--- src/hw/hub_pkg.sv ---
`default_nettype none

package hub_pkg;

  // Bus topology
  localparam int n_buses = 8;
  localparam int chan_w = $clog2(n_buses);
  localparam int bus_id_w = 5;

  // Message fields
  localparam int cob_id_w = 11;
  localparam int dlc_w = 4;
  localparam int data_w = 56;

  // One message as it travels on a bus line
  typedef struct packed {
    logic [cob_id_w-1:0] cob_id;
    logic [dlc_w-1:0]    dlc;
    logic [data_w-1:0]   data;
  } bus_payload_t;

  // Message tagged with its bus, as seen on the host link
  typedef struct packed {
    logic [bus_id_w-1:0] bus_id;
    bus_payload_t        payload;
  } hub_frame_t;

  localparam int payload_w = $bits(bus_payload_t);

  // Line timing, start bit plus payload plus stop bit
  localparam int bit_cycles = 4;
  localparam int frame_bits = payload_w + 2;
  localparam int cyc_cnt_w = $clog2(bit_cycles);
  localparam int bit_cnt_w = $clog2(frame_bits);

endpackage

`default_nettype wire

--- src/hw/hub_wb_if.sv ---
`default_nettype none
`timescale 1ns/1ns

// Write-only Wishbone classic, data always flows master to slave
interface hub_wb_if #(
  parameter type payload_t = logic
);

  logic     cyc;
  logic     stb;
  payload_t dat;
  logic     ack;

  modport master (
    output cyc,
    output stb,
    output dat,
    input  ack
  );

  modport slave (
    input  cyc,
    input  stb,
    input  dat,
    output ack
  );

endinterface

`default_nettype wire

--- src/hw/bus_channel.sv ---
`default_nettype none
`timescale 1ns/1ns

module bus_channel (
  input  logic     clk,
  input  logic     rst,
  hub_wb_if.slave  dl,
  hub_wb_if.master rx_frame,
  output logic     tx,
  input  logic     rx
);

  logic                  frame_valid;
  hub_pkg::bus_payload_t frame;
  hub_pkg::bus_payload_t held;
  logic                  full;

  serial_bus_tx i_tx (
    .clk (clk),
    .rst (rst),
    .dl  (dl),
    .tx  (tx)
  );

  serial_bus_rx i_rx (
    .clk         (clk),
    .rst         (rst),
    .rx          (rx),
    .frame_valid (frame_valid),
    .frame       (frame)
  );

  // Newest frame wins, the bus is never held off
  always_ff @(posedge clk)
  begin
    if (frame_valid)
    begin
      held <= frame;
    end
  end

  always_ff @(posedge clk)
  begin
    if (!rst)
    begin
      full <= 1'b0;
    end
    else if (frame_valid)
    begin
      full <= 1'b1;
    end
    else if (rx_frame.ack)
    begin
      full <= 1'b0;
    end
  end

  // Held frame is offered upstream until acked
  assign rx_frame.cyc = full;
  assign rx_frame.stb = full;
  assign rx_frame.dat = held;

endmodule

`default_nettype wire

--- src/hw/serial_bus_rx.sv ---
`default_nettype none
`timescale 1ns/1ns

module serial_bus_rx (
  input  logic                  clk,
  input  logic                  rst,
  input  logic                  rx,
  output logic                  frame_valid,
  output hub_pkg::bus_payload_t frame
);

  logic                           rx_meta;
  logic                           rx_sync;
  logic                           rx_prev;
  logic                           busy;
  logic                           sample;
  logic [hub_pkg::cyc_cnt_w-1:0]  cyc_cnt;
  logic [hub_pkg::bit_cnt_w-1:0]  bit_cnt;
  logic [hub_pkg::payload_w-1:0]  shreg;

  // Counter runs from the detected edge, so this lands mid-bit
  assign sample = busy && (cyc_cnt == (hub_pkg::bit_cycles / 2 - 1));
  assign frame  = hub_pkg::bus_payload_t'(shreg);

  // Synchronizer, idles high like the line
  always_ff @(posedge clk)
  begin
    if (!rst)
    begin
      rx_meta <= 1'b1;
      rx_sync <= 1'b1;
      rx_prev <= 1'b1;
    end
    else
    begin
      rx_meta <= rx;
      rx_sync <= rx_meta;
      rx_prev <= rx_sync;
    end
  end

  // Payload bits arrive LSB first, start and stop bits are not stored
  always_ff @(posedge clk)
  begin
    if (sample && (bit_cnt != 0) && (bit_cnt != (hub_pkg::frame_bits - 1)))
    begin
      shreg <= {rx_sync, shreg[hub_pkg::payload_w-1:1]};
    end
  end

  always_ff @(posedge clk)
  begin
    if (!rst)
    begin
      busy        <= 1'b0;
      cyc_cnt     <= '0;
      bit_cnt     <= '0;
      frame_valid <= 1'b0;
    end
    else
    begin
      frame_valid <= 1'b0;
      if (!busy)
      begin
        if (rx_prev && !rx_sync)
        begin
          busy    <= 1'b1;
          cyc_cnt <= '0;
          bit_cnt <= '0;
        end
      end
      else
      begin
        cyc_cnt <= (cyc_cnt == (hub_pkg::bit_cycles - 1)) ? '0 : cyc_cnt + 1'b1;
        if (sample)
        begin
          bit_cnt <= bit_cnt + 1'b1;
          if ((bit_cnt == 0) && rx_sync)
          begin
            // Glitch, line went back high before mid start bit
            busy <= 1'b0;
          end
          else if (bit_cnt == (hub_pkg::frame_bits - 1))
          begin
            busy        <= 1'b0;
            frame_valid <= rx_sync;
          end
        end
      end
    end
  end

endmodule

`default_nettype wire

--- src/hw/serial_bus_tx.sv ---
`default_nettype none
`timescale 1ns/1ns

module serial_bus_tx (
  input  logic    clk,
  input  logic    rst,
  hub_wb_if.slave dl,
  output logic    tx
);

  logic                              ack;
  logic                              busy;
  logic                              accept;
  logic                              bit_end;
  logic [hub_pkg::frame_bits-1:0]    shreg;
  logic [hub_pkg::cyc_cnt_w-1:0]     cyc_cnt;
  logic [hub_pkg::bit_cnt_w-1:0]     bit_cnt;

  // Only an idle transmitter takes a new frame
  assign accept  = dl.cyc && dl.stb && !busy && !ack;
  assign bit_end = (cyc_cnt == (hub_pkg::bit_cycles - 1));
  assign dl.ack  = ack;

  // Stop bit, payload and start bit, shifted out from bit 0
  always_ff @(posedge clk)
  begin
    if (accept)
    begin
      shreg <= {1'b1, dl.dat, 1'b0};
    end
    else if (ack || (busy && bit_end))
    begin
      shreg <= {1'b0, shreg[hub_pkg::frame_bits-1:1]};
    end
  end

  always_ff @(posedge clk)
  begin
    if (!rst)
    begin
      ack     <= 1'b0;
      busy    <= 1'b0;
      tx      <= 1'b1;
      cyc_cnt <= '0;
      bit_cnt <= '0;
    end
    else
    begin
      ack <= accept;
      if (ack)
      begin
        // Start bit goes out the cycle after the ack
        busy    <= 1'b1;
        tx      <= shreg[0];
        cyc_cnt <= '0;
        bit_cnt <= '0;
      end
      else if (busy)
      begin
        cyc_cnt <= bit_end ? '0 : cyc_cnt + 1'b1;
        if (bit_end)
        begin
          if (bit_cnt == (hub_pkg::frame_bits - 1))
          begin
            busy <= 1'b0;
            tx   <= 1'b1;
          end
          else
          begin
            bit_cnt <= bit_cnt + 1'b1;
            tx      <= shreg[0];
          end
        end
      end
    end
  end

endmodule

`default_nettype wire

--- src/flat_wrapper.sv ---
// flat-port wrapper written by rule: the top's interface ports become plain ports
module bus_channel_flat 
  (clk, rst, tx, rx, dl_cyc, dl_stb, dl_dat, dl_ack, rx_frame_cyc, rx_frame_stb, rx_frame_dat, rx_frame_ack);
  hub_wb_if dl_i ();
  hub_wb_if rx_frame_i ();
  input  logic clk;
  input  logic rst;
  output logic tx;
  input  logic rx;
  input wire logic [$bits(dl_i.cyc)-1:0] dl_cyc;
  input wire logic [$bits(dl_i.stb)-1:0] dl_stb;
  input wire logic [$bits(dl_i.dat)-1:0] dl_dat;
  output wire logic [$bits(dl_i.ack)-1:0] dl_ack;
  output wire logic [$bits(rx_frame_i.cyc)-1:0] rx_frame_cyc;
  output wire logic [$bits(rx_frame_i.stb)-1:0] rx_frame_stb;
  output wire logic [$bits(rx_frame_i.dat)-1:0] rx_frame_dat;
  input wire logic [$bits(rx_frame_i.ack)-1:0] rx_frame_ack;
  assign dl_i.cyc = dl_cyc;
  assign dl_i.stb = dl_stb;
  assign dl_i.dat = dl_dat;
  assign dl_ack = dl_i.ack;
  assign rx_frame_cyc = rx_frame_i.cyc;
  assign rx_frame_stb = rx_frame_i.stb;
  assign rx_frame_dat = rx_frame_i.dat;
  assign rx_frame_i.ack = rx_frame_ack;
  bus_channel u_core (.clk(clk), .rst(rst), .dl(dl_i), .rx_frame(rx_frame_i), .tx(tx), .rx(rx));
endmodule
--- config.mk ---
export PLATFORM = sky130hd
export DESIGN_NAME = bus_channel_flat
export DESIGN_NICKNAME = d
export VERILOG_FILES = /design/src/hw/hub_pkg.sv /design/src/hw/hub_wb_if.sv /design/src/hw/bus_channel.sv /design/src/hw/serial_bus_rx.sv /design/src/hw/serial_bus_tx.sv /design/src/flat_wrapper.sv
export SDC_FILE = /design/constraint.sdc
export NUM_CORES = 1
export LEC_CHECK = 0
export BUFFER_PORTS_ARGS = -buffer_cell sky130_fd_sc_hd__buf_2
export CAP_MARGIN = 20
export CORE_UTILIZATION = 40
export DETAILED_ROUTE_END_ITERATION = 6
export GPL_ROUTABILITY_DRIVEN = 0
export PLACE_DENSITY_LB_ADDON = 0.12
export SYNTH_ARGS = -nofsm -noshare
export SYNTH_HDL_FRONTEND = slang
export SYNTH_SLANG_ARGS = --single-unit
export TNS_END_PERCENT = 100
--- constraint.sdc ---
create_clock -name clk -period 5.45 [get_ports clk]
set_input_delay 0.545 -clock clk [delete_from_list [all_inputs] [get_ports clk]]
set_output_delay 0.545 -clock clk [all_outputs]
set_load 0.005 [all_outputs]
==> results_dict.tcl <==
set metrics [dict create \
    timing.rr.end "u_core.i_rx.frame[46]" \
    hp-class "in -> reg" \
    drt-initial-drc-count 86 \
    netlist_instances 230 \
    min-delay-start "rx" \
    ys_seq_elements 102 \
    outcome "completed" \
    drv_slew 0 \
    ys_warn_count 0 \
    start_util 0.414 \
    static-leakage-power_uw 0.00121 \
    tightest_slew_ns 0.862 \
    vias_per_cell 5.07 \
    ys_seq_area_frac 0.768 \
    n_antenna_cell 0 \
    crit_path_max_fanout 71 \
    htreeDepth 3 \
    numPortBuffers 11 \
    critical_path_arrival_ns 2.02 \
    holdPathEnd "u_core.i_rx.rx_meta" \
    nets 259 \
    wl_per_cell_um 14.0 \
    area_growth_pct 9.64 \
    routed_wl_um 5010 \
    dp_hpwl_um 2750 \
    setup_viol 0 \
    fp.dieH_um 97.0 \
    min_period_ns 2.04 \
    coreArea_sq_mm 0.00872 \
    pwr_density_cell_mw_per_mm2 323 \
    layout-drive-gt1-share 0.128 \
    firstDrtPassIters 4 \
    max_freq_mhz 490 \
    cts.repair.resized 0 \
    syn_area_sq_mm 0.00361 \
    fin_skew_ns 0.00986 \
    finish.instance_area_sq_mm 0.00396 \
    clock_path_buffers 2 \
    drc 0 \
    hold_viol 0 \
    clk_latency_ns 0.36 \
    vias 1815 \
    endpoint_kind "register" \
    synth_nets 244 \
    final_cells 358 \
    start_kind "register" \
    clkTransAtPathRegs_ns 0.10 \
    cts_tree "done" \
    cts_buffers 9 \
    synth_edf_count 73 \
    root_buffer "clkbuf_8" \
    fill_cells 767 \
    relSlewSlack 0.425 \
    holdPathStages 2 \
    grt_pass1_wl_um 8470 \
    finalCritPeriodShare 0.374 \
    ios 12 \
    grt_pass1_vias 1636 \
    irDropWorstVdd_mv 0.153 \
    place_area_sq_mm 0.00378 \
    r2r-start "u_core.i_rx.bit_cnt[0]" \
    grt_max_degree 72 \
    ant_nets 0 \
    hold_buffers 0 \
    grtUsageTotal 0.116 \
    cts_sinks 102 \
    row_count 34 \
    critical_path_class "reg -> reg" \
    dp.cells 342 \
    rrSetupSlack_ns 3.41 \
    cp.required_ns 5.43 \
    drv_cap 0 \
    finalSetupTns_ns 0 \
    synth_ff_type "edfxtp_1" \
    synthArstFlopShare 0 \
    die_area_sq_mm 0.00941 \
    syn_area_per_cell_sq_um 15.7 \
    ys_types 42 \
    reg2regPathDepth 5 \
    rsz0062_at_grt "no" \
    post-cts-setup-buffers 0 \
    grt_overflow_total 0 \
    antenna_found_initial 0 \
    chipWidth_um 97.0 \
]
worst max-delay path by stage:
stage,end,slack (ns),startpoint
global route,u_core.i_rx.frame[48],3.27,u_core.i_rx.bit_cnt[0]
finish,u_core.i_rx.frame[46],3.41,u_core.i_rx.bit_cnt[0]
CTS,u_core.i_rx.frame[60],3.40,u_core.i_rx.bit_cnt[0]
floorplan,u_core.i_rx.frame[0],0.74,u_core.i_rx.bit_cnt[0]
detailed placement,u_core.i_rx.frame[43],3.41,u_core.i_rx.bit_cnt[0]
global placement,u_core.i_rx.frame[43],3.46,u_core.i_rx.bit_cnt[0]
final cells by class:
class	instances	area, sq um	area share
sequential	102	2770	0.701
multi-input combinational	111	776	0.196
tap	108	135	0.0342
clock buffer	10	128	0.0323
timing repair buffer	12	62.6	0.0158
clock inverter	6	48.8	0.0123
inverter	9	33.8	0.00854
registers in the layout, summed over array words and instances, names as in the netlist, 2 cells and up:
| register | count |
|---|---|
| u_core.i_rx.frame | 71 |
| u_core.i_rx.bit_cnt | 7 |
| u_core.i_tx.bit_cnt | 7 |
| u_core.i_tx.shreg | 3 |
| u_core.i_rx.cyc_cnt | 2 |
| u_core.i_tx.cyc_cnt | 2 |
synth_stat cells (all sizes together) (3+ instances only):
master / count / area, sq um
nand2: 12 / 47.6
nor2: 4 / 15.0
nand3b: 4 / 30.0
ha: 7 / 87.6
mux2i: 8 / 80.1
nand3: 13 / 65.1
nand2b: 7 / 43.8
or3: 3 / 18.8
dfxtp: 29 / 581
inv: 9 / 33.8
clkbuf: 4 / 15.0
edfxtp: 73 / 2190
o21ai: 4 / 20.0
a21boi: 3 / 22.5
o21a: 3 / 22.5
a31oi: 3 / 18.8
nand4: 4 / 25.0
a21oi: 10 / 50.1
buf: 4 / 22.5
nor2b: 3 / 18.8
report_power, final:
| part | switching (uW) | total, uW | internal [uW] |
|---|---|---|---|
| combinational | 12.5 | 23.3 | 10.8 |
| sequential | 5.59 | 831 | 825 |
| clock | 257 | 426 | 169 |
worst max-delay path: stages (launching register included):
cell and delay (ns):
dfxtp_1 0.40, inv_1 0.06, ha_1 0.19, nor4b_1 0.18
a21oi_4 0.12, buf_4 0.69
logic make-up (layout without fill, tap and decap cells):
logic type | after synthesis | in the layout | share of synthesized area
AND/OR/NAND/NOR | 62 | 62 | 0.101
XOR/XNOR | 2 | 2 | 0.00486
adder cells (fa/ha/maj) | 7 | 7 | 0.0243
multiplexers | 8 | 8 | 0.0222
AO/OA/AOI/OAI | 32 | 32 | 0.0593
buffers and inverters | 17 | 37 | 0.0198
flip-flops | 102 | 102 | 0.768
per-layer routing:
metal  up-vias  part of all wire  global-route usage
li1        888                 -                   -
met5         -                 0                   0
met4         0             0.017              0.0448
met1       892              0.55               0.178
met3         9             0.035              0.0412
met2        26              0.40               0.147
cells in the final DEF (no fill, tap or decap), types with 4 or more instances in the layout:
cell	count
nand2_1	11
nor2_1	4
o21ai_0	4
nand4_1	4
mux2i_1	8
ha_1	7
nand2b_1	7
nand3_1	13
edfxtp_1	73
dfxtp_1	29
a21oi_1	9
nand3b_1	4
inv_1	9
clkbuf_8	9
buf_2	11
through the flow:
step	power [uW]	setup WS [ns]	hold slack (ns)	util
floorplan	865	0.740	0.386	-
finish	1280	3.41	0.365	0.454
CTS	1300	3.40	0.348	0.454
detailed placement	872	3.41	0.396	0.433
global route	1330	3.27	0.373	0.454
global placement	872	3.46	0.391	0.433
Power figures use the tool's default switching activity.
